`config.mk`:
```
export PLATFORM = sky130hd
export DESIGN_NAME = memController
export DESIGN_NICKNAME = d
export VERILOG_FILES = /design/src/verilog/ctrlPkg.sv /design/src/verilog/memTypesPkg.sv /design/src/verilog/memController.sv /design/src/verilog/readArbiter.sv /design/src/verilog/storeController.sv
export SDC_FILE = /design/constraint.sdc
export NUM_CORES = 1
export LEC_CHECK = 0
export ABC_CLOCK_PERIOD_IN_PS = 7000
export BUFFER_PORTS_ARGS = -buffer_cell sky130_fd_sc_hd__buf_2
export CORE_AREA = 2 2 141 143
export CTS_BUF_LIST = sky130_fd_sc_hd__clkbuf_4
export CTS_CLUSTER_DIAMETER = 50
export DETAILED_ROUTE_END_ITERATION = 12
export DIE_AREA = 0 0 143 145
export PLACE_DENSITY_LB_ADDON = 0.05
export SLEW_MARGIN = 20
export SYNTH_ARGS = -nofsm -noshare
export SYNTH_HDL_FRONTEND = slang
export SYNTH_SLANG_ARGS = --single-unit
export TNS_END_PERCENT = 10
```
`constraint.sdc`:
```
create_clock -name clk -period 7 [get_ports clk]
set_input_delay 0.35 -clock clk [delete_from_list [all_inputs] [get_ports clk]]
set_output_delay 0.35 -clock clk [all_outputs]
set_load 0.01 [all_outputs]
```
`src/verilog/ctrlPkg.sv`:
```
package ctrlPkg;

  // Width of one control token and of the pending store count
  localparam int countWidth = 16;

  // Goes negative when stores run ahead of their control token
  typedef logic signed [countWidth-1:0] countT;

  // Store controller run states
  typedef enum logic [1:0] {
    ctrlIdle,
    ctrlRun,
    ctrlDone
  } ctrlStateT;

endpackage

```
`src/verilog/memTypesPkg.sv`:
```
package memTypesPkg;

  // Word and address widths of the on-chip RAM
  localparam int dataWidth = 32;
  localparam int addrWidth = 10;

  // Every address of addrT maps to one word
  localparam int ramDepth = 1 << addrWidth;

  // One memory word
  typedef logic [dataWidth-1:0] dataT;

  // Word address
  typedef logic [addrWidth-1:0] addrT;

endpackage
```
`src/verilog/memController.sv`:
```
`timescale 1ns/1ps
module memController #(
  parameter int numControls = 2,
  parameter int numLoads    = 3,
  parameter int numStores   = 2
) (
  input  logic                                        clk,
  input  logic                                        rstN,
  input  logic                                        memStartValid,
  output logic                                        memStartReady,
  output logic                                        memEndValid,
  input  logic                                        memEndReady,
  input  logic                                        ctrlEndValid,
  output logic                                        ctrlEndReady,
  input  logic [numControls*ctrlPkg::countWidth-1:0]  ctrl,
  input  logic [numControls-1:0]                      ctrlValid,
  output logic [numControls-1:0]                      ctrlReady,
  // Loads
  input  logic [numLoads*memTypesPkg::addrWidth-1:0]  ldAddr,
  input  logic [numLoads-1:0]                         ldAddrValid,
  output logic [numLoads-1:0]                         ldAddrReady,
  output logic [numLoads*memTypesPkg::dataWidth-1:0]  ldData,
  output logic [numLoads-1:0]                         ldDataValid,
  input  logic [numLoads-1:0]                         ldDataReady,
  // Stores
  input  logic [numStores*memTypesPkg::addrWidth-1:0] stAddr,
  input  logic [numStores-1:0]                        stAddrValid,
  output logic [numStores-1:0]                        stAddrReady,
  input  logic [numStores*memTypesPkg::dataWidth-1:0] stData,
  input  logic [numStores-1:0]                        stDataValid,
  output logic [numStores-1:0]                        stDataReady,
  // Dual-port RAM
  input  memTypesPkg::dataT                           loadData,
  output logic                                        loadEn,
  output memTypesPkg::addrT                           loadAddr,
  output logic                                        storeEn,
  output memTypesPkg::addrT                           storeAddr,
  output memTypesPkg::dataT                           storeData
);

  // Write side with run control
  storeController #(
    .numControls(numControls),
    .numStores  (numStores)
  ) u_storeController (
    .clk          (clk),
    .rstN         (rstN),
    .memStartValid(memStartValid),
    .memStartReady(memStartReady),
    .memEndValid  (memEndValid),
    .memEndReady  (memEndReady),
    .ctrlEndValid (ctrlEndValid),
    .ctrlEndReady (ctrlEndReady),
    .ctrl         (ctrl),
    .ctrlValid    (ctrlValid),
    .ctrlReady    (ctrlReady),
    .stAddr       (stAddr),
    .stAddrValid  (stAddrValid),
    .stAddrReady  (stAddrReady),
    .stData       (stData),
    .stDataValid  (stDataValid),
    .stDataReady  (stDataReady),
    .storeEn      (storeEn),
    .storeAddr    (storeAddr),
    .storeData    (storeData)
  );

  // Read side
  readArbiter #(
    .numLoads(numLoads)
  ) u_readArbiter (
    .clk        (clk),
    .rstN       (rstN),
    .ldAddr     (ldAddr),
    .ldAddrValid(ldAddrValid),
    .ldAddrReady(ldAddrReady),
    .ldData     (ldData),
    .ldDataValid(ldDataValid),
    .ldDataReady(ldDataReady),
    .loadEn     (loadEn),
    .loadAddr   (loadAddr),
    .loadData   (loadData)
  );

endmodule

```
`src/verilog/readArbiter.sv`:
```
`timescale 1ns/1ps
module readArbiter #(
  parameter int numLoads = 3
) (
  input  logic                                       clk,
  input  logic                                       rstN,
  // Load address channels
  input  logic [numLoads*memTypesPkg::addrWidth-1:0] ldAddr,
  input  logic [numLoads-1:0]                        ldAddrValid,
  output logic [numLoads-1:0]                        ldAddrReady,
  // Load data channels
  output logic [numLoads*memTypesPkg::dataWidth-1:0] ldData,
  output logic [numLoads-1:0]                        ldDataValid,
  input  logic [numLoads-1:0]                        ldDataReady,
  // RAM read port
  output logic                                       loadEn,
  output memTypesPkg::addrT                          loadAddr,
  input  memTypesPkg::dataT                          loadData
);

  localparam int addrW = memTypesPkg::addrWidth;
  localparam int dataW = memTypesPkg::dataWidth;
  localparam int ptrW  = (numLoads > 1) ? $clog2(numLoads) : 1;

  logic [ptrW-1:0]     rrPtr;
  logic [ptrW-1:0]     nextPtr;
  logic [numLoads-1:0] eligible;
  logic [numLoads-1:0] inFlight;
  logic [numLoads-1:0] regValid;
  memTypesPkg::dataT   regData [numLoads];

  // Register must be free by the time the RAM word comes back
  assign eligible = ldAddrValid & ~inFlight & (~regValid | ldDataReady);

  // Round-robin pick starting at rrPtr
  always_comb begin
    int   idx;
    logic found;
    ldAddrReady = '0;
    loadAddr    = ldAddr[addrW-1:0];
    nextPtr     = rrPtr;
    found       = 1'b0;
    for (int k = 0; k < numLoads; k++) begin
      idx = (int'(rrPtr) + k) % numLoads;
      if (!found && eligible[idx]) begin
        found            = 1'b1;
        ldAddrReady[idx] = 1'b1;
        loadAddr         = ldAddr[idx*addrW +: addrW];
        nextPtr          = ptrW'((idx + 1) % numLoads);
      end
    end
  end

  assign loadEn = |ldAddrReady;

  always_ff @(posedge clk) begin
    if (!rstN) begin
      rrPtr    <= '0;
      inFlight <= '0;
      regValid <= '0;
    end else begin
      // One-hot owner of the word the RAM returns next cycle
      inFlight <= ldAddrReady;
      if (loadEn) begin
        rrPtr <= nextPtr;
      end
      for (int i = 0; i < numLoads; i++) begin
        if (inFlight[i]) begin
          regValid[i] <= 1'b1;
        end else if (ldDataReady[i]) begin
          regValid[i] <= 1'b0;
        end
      end
    end
  end

  // Capture the returning word for its port
  always_ff @(posedge clk) begin
    for (int i = 0; i < numLoads; i++) begin
      if (inFlight[i]) begin
        regData[i] <= loadData;
      end
    end
  end

  for (genvar g = 0; g < numLoads; g++) begin : genLdData
    assign ldData[g*dataW +: dataW] = regData[g];
  end

  assign ldDataValid = regValid;

endmodule

```
`src/verilog/storeController.sv`:
```
`timescale 1ns/1ps
module storeController #(
  parameter int numControls = 2,
  parameter int numStores   = 2
) (
  input  logic                                        clk,
  input  logic                                        rstN,
  // Run start and end
  input  logic                                        memStartValid,
  output logic                                        memStartReady,
  output logic                                        memEndValid,
  input  logic                                        memEndReady,
  input  logic                                        ctrlEndValid,
  output logic                                        ctrlEndReady,
  // Control tokens, each one a number of stores still to come
  input  logic [numControls*ctrlPkg::countWidth-1:0]  ctrl,
  input  logic [numControls-1:0]                      ctrlValid,
  output logic [numControls-1:0]                      ctrlReady,
  // Store request channels
  input  logic [numStores*memTypesPkg::addrWidth-1:0] stAddr,
  input  logic [numStores-1:0]                        stAddrValid,
  output logic [numStores-1:0]                        stAddrReady,
  input  logic [numStores*memTypesPkg::dataWidth-1:0] stData,
  input  logic [numStores-1:0]                        stDataValid,
  output logic [numStores-1:0]                        stDataReady,
  // RAM write port
  output logic                                        storeEn,
  output memTypesPkg::addrT                           storeAddr,
  output memTypesPkg::dataT                           storeData
);

  localparam int addrW  = memTypesPkg::addrWidth;
  localparam int dataW  = memTypesPkg::dataWidth;
  localparam int countW = ctrlPkg::countWidth;

  ctrlPkg::ctrlStateT state;
  ctrlPkg::countT     pendingCount;
  ctrlPkg::countT     ctrlAdd;
  ctrlPkg::countT     storeDec;
  logic               endSeen;
  logic               storeOk;
  logic               runDone;

  assign memStartReady = (state == ctrlPkg::ctrlIdle) && memStartValid;
  assign ctrlEndReady  = (state == ctrlPkg::ctrlRun) && !endSeen;
  assign memEndValid   = (state == ctrlPkg::ctrlDone);

  // Control tokens during a run, lowest port wins
  always_comb begin
    ctrlReady = '0;
    ctrlAdd   = '0;
    for (int i = numControls - 1; i >= 0; i--) begin
      if (ctrlValid[i] && state == ctrlPkg::ctrlRun) begin
        ctrlReady    = '0;
        ctrlReady[i] = 1'b1;
        ctrlAdd      = ctrl[i*countW +: countW];
      end
    end
  end

  // Stores are held off only while the end token is being handed out
  assign storeOk = (state != ctrlPkg::ctrlDone);

  // Fixed priority store select, needs address and data together
  always_comb begin
    stAddrReady = '0;
    storeAddr   = stAddr[addrW-1:0];
    storeData   = stData[dataW-1:0];
    for (int i = numStores - 1; i >= 0; i--) begin
      if (storeOk && stAddrValid[i] && stDataValid[i]) begin
        stAddrReady    = '0;
        stAddrReady[i] = 1'b1;
        storeAddr      = stAddr[i*addrW +: addrW];
        storeData      = stData[i*dataW +: dataW];
      end
    end
  end

  assign stDataReady = stAddrReady;
  assign storeEn     = |stAddrReady;
  assign storeDec    = storeEn ? ctrlPkg::countT'(1) : '0;

  // All announced stores done and nothing more to come
  assign runDone = endSeen && (pendingCount == '0) && (ctrlValid == '0) && !storeEn;

  always_ff @(posedge clk) begin
    if (!rstN) begin
      state        <= ctrlPkg::ctrlIdle;
      pendingCount <= '0;
      endSeen      <= 1'b0;
    end else begin
      // Token and store may both land in one cycle
      pendingCount <= pendingCount + ctrlAdd - storeDec;
      case (state)
        ctrlPkg::ctrlIdle: begin
          if (memStartValid && memStartReady) begin
            state <= ctrlPkg::ctrlRun;
          end
        end
        ctrlPkg::ctrlRun: begin
          if (ctrlEndValid && ctrlEndReady) begin
            endSeen <= 1'b1;
          end
          if (runDone) begin
            state   <= ctrlPkg::ctrlDone;
            endSeen <= 1'b0;
          end
        end
        ctrlPkg::ctrlDone: begin
          // Wait here until the end token is taken
          if (memEndReady) begin
            state <= ctrlPkg::ctrlIdle;
          end
        end
        default: begin
          state <= ctrlPkg::ctrlIdle;
        end
      endcase
    end
  end

endmodule

```
==> summary.md, run 1 <==
| Metric | Value |
|---|---|
| Global-route wire length before repair | 35,900 um |
| Share of flip-flops with an asynchronous set or reset | 0% |
| # nets final | 1,359 |
| # rows | 51 |
| Avg WL per Cell | around 17 um |
| Number of synthesized register bits | 123 |
| Dpl ws | 295 ps |
| CP Capture Type | flip-flop |
| Post-DP HPWL | 19,100 um |
| Clock period minus worst slack | about 6400 ps |
| Total negative setup slack | 0 ps |
| CP startpoint kind | flip-flop |
| Internal power | 2.49 mW |
| Crit path max fanout | 8 |
| Routability cong. | between 0.9 and 1 |
| Max_slew headroom | 47.6% |
| Main synth FF type | edfxtp_1 |
| Peak supply drop | 0.339 mV |
| Clk_lat worst skew | 500 ps |
| RSZ-0062 raised after global routing | no |
| Lkg Pwr | 4.59 nW |
| Seq/Total Area, Yosys | 44.3% |
| Status | completed |
| CTS Buffer Depth | 2 |
| Unique masters post-synth | between 70 and 80 |
| Slowest stage delay, CP | around 470 ps |
| Area of the multi-input gates | 3870 um^2 |
| Fmax achieved | about 160 MHz |
| Vias in the first global route | 6,344 |
| Final clock skew | 18.4 ps |
| Final Slew Violations | 0 |
| CP max stage cell | dfxtp_1 |
| R2R Setup Slk | between 500 and 600 ps |
| Gate power share | 66.2% |
| Cell Count, Final, Fillers Out | 1,391 |
| Sink Count | 123 |
| Clk network pwr share | approximately a tenth |
| Final-layout fill cell count | around 1,800 |
| Largest net degree at the start of global routing | 36 |
| Syn Area/Cell | about 11 um^2 |
| H-tree levels | 4 |
| Routed vias | between 6,000 and 7,000 |
| Synth Net Count | roughly 980 |
| Required time worst endpoint | around 7400 ps |
| Pre-antenna DRT Iters | 5 |
| IO Pins | 360 |
| Initial antenna violation count | 1 |
| Final worst slack | 560 ps |
| Final setup viols | 0 |
| Die area | between 20,000 and 25,000 um^2 |
| WS Path Type | flip-flop to flip-flop |
| I/O Buffers | between 300 and 400 |
| Core ar. | 19,200 um^2 |
| Drt total wl | ~24,000 um |
| Starting Density | 40.2% |
| Final hold violation count | 0 |
| CTS Root Cell | clkbuf_4 |
| Inserted Clock Buffers | 17 |
| Chip height | about 150 um |
| Placed insts | between 1,000 and 1,500 |
| Critical path arrival | between 6000 and 7000 ps |
| Clock Pin Slew Worst Setup and Hold Paths | roughly 120 ps |
| Max Cap Violations | 0 |
| P_sw | 2.17 mW |
| Actual slew at the worst max-slew pin | 783 ps |
| Final ANT Viol Nets | 0 |
| Hold crit path type | input port to flip-flop |
| GRT Util Overall | between 20% and 30% |
| Period utilization | between 90% and 100% |
| Congestion Overflow GR | 0 |
| Cell Pwr Density | roughly 450 nW/um^2 |
| Number of cells produced by synthesis | roughly 740 |
| DR vias/cell | 5.00 |
| Number of synthesized flops with an enable pin | 96 |
| CTS tree | done |
| Netlist Area Pre-Place | about 7700 um^2 |
| Die width | between 100 and 150 um |
| Tot Pwr | ~4.7 mW |
| Storage element area | 3430 um^2 |
| DRC | 0 |
| Area grow syn2layout | 33.1% |
| Share of post-route cells with drive strength above 1 | a little over two fifths |
| Seq pwr share | about a quarter |
| Yosys Warn Count | 0 |
| Iter 0 DRT Violations | 446 |
| Net Sw Frac | a little under half |
[synth_stat cells (all sizes together), types with 7 or more instances]
cell / count / share of area (%)
edfxtp: 96 / 37
nand4: 7 / 0.57
nor3: 12 / 0.78
clkbuf: 22 / 1.1
a21oi: 37 / 2.7
o21ai: 45 / 2.9
nand3: 16 / 1.2
mux2i: 29 / 3.8
a22o: 9 / 1.0
nand2b: 9 / 0.76
xnor2: 12 / 1.4
nor2b: 9 / 0.73
nand2: 39 / 1.9
a211oi: 9 / 1.0
inv: 84 / 4.1
nor2: 42 / 2.1
dfxtp: 27 / 7.0
a31oi: 10 / 1.1
a22oi: 17 / 1.7
xor2: 7 / 1.1
ha: 48 / 7.8
mux2: 55 / 8.0
and3: 7 / 0.57
and2: 8 / 0.65
buf: 11 / 0.84
[kinds of logic after synthesis]
family          share of synthesized area (%)
xor+xnor                                 2.49
simple gates                             11.6
compound gates                           15.3
mux                                      11.8
buf+inv                                  5.99
flops                                    44.3
fa+ha+maj                                8.55
[metal layers]
metal | part of all wire [%] | up-vias | wire length [um] | global-route usage (%)
met3 | 6.5 | 17 | 1560 | 4.06
met2 | 45 | 249 | 10900 | 33.8
li1 | - | 3451 | - | -
met4 | 1.2 | 0 | 280 | 5.20
met1 | 47 | 3234 | 11400 | 33.0
met5 | 0 | - | 0 | 0
[flip-flops by register name, indices dropped and copies added (netlist names)]
signal	count
u_readArbiter.inFlight	3
u_readArbiter.rrPtr	2
u_readArbiter.ldDataValid	3
u_storeController.endSeen	1
u_storeController.state	2
u_readArbiter.regData	96
u_storeController.pendingCount	16
[critical path, delay by kind of cell (launching register included)]
family	cells	cell delay, ps
AOI/OAI and AO/OA	9	1530
and+or+nand+nor	7	1460
adders and majority gates	5	1360
muxes	4	800
DFF	1	470
buffers and inverters	4	350
xor gates and xnor gates	2	330
[what timing repair did]
action                                  4_1_cts  5_1_grt
gates resized for setup                       0        7
endpoints found under the hold margin        11       29
buffers inserted                              0        0
endpoints found under the setup margin        0        2
hold buffers                                  4       10
[cell usage in the layout, fill, tap and decap left out, types with 14 or more instances in the layout]
master and count:
nand3_1 15, nor2_1 40, ha_1 46, dlygate4sd3_1 14, inv_1 83, mux2i_1 28, clkbuf_4 17, a21oi_1 33
nand2_1 39, a22oi_1 17, buf_4 18, edfxtp_1 96, dfxtp_1 25, mux2_2 55, buf_2 359, o21ai_0 43
[metrics by stage]
step	hold WS [ps]	util [%]	instance area, um^2
2_1_floorplan	449	-	7730
3_3_place_gp	528	51.4	9860
3_5_place_dp	533	51.4	9860
4_1_cts	1.12	52.9	10200
5_1_grt	1.97	53.6	10300
6_report	55.7	53.6	10300
[final timing paths]
check | start | depth (start not counted) | endpoint
setup / recovery | u_readArbiter.rrPtr[0]$_SDFFE_PN0P_ | 31 | u_readArbiter.rrPtr[1]$_SDFFE_PN0P_
hold / removal | loadData[18] | 1 | u_readArbiter.regData[0][50]$_DFFE_PP_
setup reg to reg | u_readArbiter.rrPtr[0]$_SDFFE_PN0P_ | 31 | u_readArbiter.rrPtr[1]$_SDFFE_PN0P_
hold reg to reg | u_storeController.endSeen$_SDFFE_PN0P_ | 2 | u_storeController.endSeen$_SDFFE_PN0P_
[power groups by stage]
stage	sequential [mW]	combinational [mW]	clock [mW]
finish	1.12	3.09	0.457
global route	1.14	3.43	0.509
CTS	1.12	3.08	0.474
detailed placement	1.14	3.06	0
global placement	1.13	3.07	0
floorplan	1.28	2.03	0
[layout make-up]
class                      count  area share (%)
antenna                        1          0.0243
clock buffer                  17            1.24
clock inverter                14            1.28
inverter                      84            3.06
multi-input combinational    495            37.6
sequential                   123            33.3
tap                          265            3.22
timing repair buffer         392            20.3
Power figures use the tool's default switching activity.
==> run 2, diff against run 1 <==
Settings changed: CELL_PAD_IN_SITES_DETAIL_PLACEMENT set to 1, CELL_PAD_IN_SITES_GLOBAL_PLACEMENT set to 1, CORE_AREA 2 2 141 143 to unset, CORE_ASPECT_RATIO set to 1.2, CORE_UTILIZATION set to 36, CTS_BUF_LIST sky130_fd_sc_hd__clkbuf_4 to sky130_fd_sc_hd__clkbuf_8, DIE_AREA 0 0 143 145 to unset.
==> run 2 against run 1 <==
- first-iteration DRC count is 25% lower
- routed wire length is 10% higher
- fmax hardly changed
- final cell count is 0.58% lower
- core utilization is 4.4 points lower
- power is 5.4% higher
- register-to-register slack hardly changed
- combinational power is 3% higher
- die area is 6.4% higher
- global-route usage is 1.4 points higher
- count of clock-buffer cells in the layout stayed put
- flip-flop and latch count stayed put
- critical endpoint unchanged
==> summary.md, run 2 (synthesis results as in run 1) <==
| Metric | Value |
|---|---|
| Die width | 136 um |
| CTS Root Cell | clkbuf_8 |
| Vias in the first global route | 7,076 |
| Postcts setup bufs | 0 |
| Max_slew headroom | between 50% and 60% |
| Chip height | roughly 160 um |
| Most common library cell in the layout ignoring fill and taps | buf_2 |
| # nets final | 1,346 |
| Final clock skew | around 14 ps |
| Hold crit path type | input port to flip-flop |
| Hold buffers post-CTS | 0 |
| Iter 0 DRT Violations | around 340 |
| Clock period minus worst slack | roughly 6400 ps |
| DRC | 0 |
| Final hold violation count | 0 |
| Fmax achieved | roughly 160 MHz |
| Pre-antenna DRT Iters | 4 |
| Most flops, register | u_readArbiter.regData |
| # rows | between 50 and 60 |
| Clock Pin Slew Worst Setup and Hold Paths | ~90 ps |
| Routability cong. | 0.863 |
| Area grow syn2layout | 33.3% |
| Lkg Pwr | between 4 and 5 nW |
| Actual slew at the worst max-slew pin | slightly above 700 ps |
| Die area | around 22,000 um^2 |
| Min Hold Slack | 106 ps |
| Final ANT Viol Nets | 0 |
| Max Cap Violations | 0 |
| Global-route wire length before repair | 39,400 um |
| Top Registers | u_readArbiter.regData: 96 flops, u_storeController.pendingCount: 16 flops |
| Avg WL per Cell | ~19 um |
| Resized Gates After CTS | 0 |
| CTS Buffer Depth | 2 |
| IO Pins | 360 |
| Ant. Diodes | 0 |
| CP Capture Type | flip-flop |
| Largest net degree at the start of global routing | 45 |
| CP max stage cell | o311ai_0 |
| Routed vias | about 7,000 |
| Cell Pwr Density | roughly 480 nW/um^2 |
| H-tree levels | 4 |
| Max reg flops | 96 |
| Inserted Clock Buffers | 17 |
| Final setup viols | 0 |
| Core ar. | 21,000 um^2 |
| WS Path Type | flip-flop to flip-flop |
| Starting Density | between 30% and 40% |
| Most frequent cells in the layout | 359 x buf_2, 96 x edfxtp_1, 83 x inv_1 |
| Initial antenna violation count | 2 |
| Slowest stage delay, CP | approximately 490 ps |
| Drt total wl | about 27,000 um |
| Congestion Overflow GR | 0 |
| I/O Buffers | between 300 and 400 |
| CTS tree | done |
| Final Slew Violations | 0 |
| CP startpoint kind | flip-flop |
| Sink Count | about 120 |
| Critical path arrival | a little under 7000 ps |
| Period utilization | between 90% and 100% |
| Clk_lat worst skew | about 440 ps |
| Crit path max fanout | 10 |
| GRT Util Overall | 23.7% |
| Peak supply drop | between 0.3 and 0.4 mV |
| Share of post-route cells with drive strength above 1 | 44.3% |
| Dpl ws | 120 ps |
| Required time worst endpoint | between 7000 and 8000 ps |
| Post-DP HPWL | approximately 22,000 um |
| Final worst slack | about 560 ps |
| DR vias/cell | slightly above 5 |
| Status | completed |
run 2: changes by cell type in the layout (fill, tap and decap cells not counted), moves of 2 or more:
cell           before  now
clkinv_4            3    5
inv_6               0    4
clkbuf_8            0   17
clkinv_2            3    0
clkbuf_4           17    0
inv_8               0    3
clkinv_1            4    1
dlygate4sd3_1      14    0
run 2: power breakdown:
part | internal [mW] | switching [mW]
Sequential | 1.05 | 0.0735
Clock | 0.293 | 0.316
Combinational | 1.25 | 1.93
run 2: path summary, 6_finish.rpt:
check | startpoint | endpoint | slack, ps | depth (start not counted)
worst min register to register | u_storeController.endSeen$_SDFFE_PN0P_ | u_storeController.endSeen$_SDFFE_PN0P_ | 550 | 2
worst min-delay path | loadData[26] | u_readArbiter.regData[0][90]$_DFFE_PP_ | 110 | 1
worst max-delay path | u_readArbiter.rrPtr[1]$_SDFFE_PN0P_ | u_readArbiter.rrPtr[1]$_SDFFE_PN0P_ | 560 | 30
worst max register to register | u_readArbiter.rrPtr[1]$_SDFFE_PN0P_ | u_readArbiter.rrPtr[1]$_SDFFE_PN0P_ | 560 | 30
run 2: per-layer routing:
layer | vias up | global-route usage, % | part of all wire [%]
met5 | - | 0 | 0.049
met3 | 33 | 4.61 | 5.6
met1 | 3382 | 28.9 | 41
met4 | 2 | 6.79 | 1.7
met2 | 211 | 41.7 | 51
li1 | 3425 | - | -
run 2: per-stage QoR:
stage | TNS, ps | utilization [%] | instance area, um^2 | instances | total power [mW]
after floorplan | 0 | - | 7730 | 735 | 3.31
after global placement | 0 | 47.1 | 9880 | 1351 | 4.25
after detailed placement | 0 | 47.1 | 9880 | 1351 | 4.31
after CTS | 0 | 48.9 | 10300 | 1383 | 4.94
after global routing | -0.596 | 49.1 | 10300 | 1383 | 5.34
final | 0 | 49.1 | 10300 | 1383 | 4.91
run 2: layout make-up:
class                           count  area (um^2)
Clock buffer                       17          234
Clock inverter                     15          154
Fill cell                        2486        10700
Inverter                           84          315
Multi-Input combinational cell    495         3880
Sequential cell                   123         3430
Tap cell                          270          338
Timing Repair Buffer              379         1950
run 2: worst max-delay path, delay by kind of cell (launching register included):
kind / cells / cell delay (ps)
AOI/OAI and AO/OA: 11 / 2190
xor gates and xnor gates: 2 / 390
adders and majority gates: 5 / 1470
buffers and inverters: 5 / 630
DFF: 1 / 370
muxes: 1 / 210
and+or+nand+nor: 6 / 1060
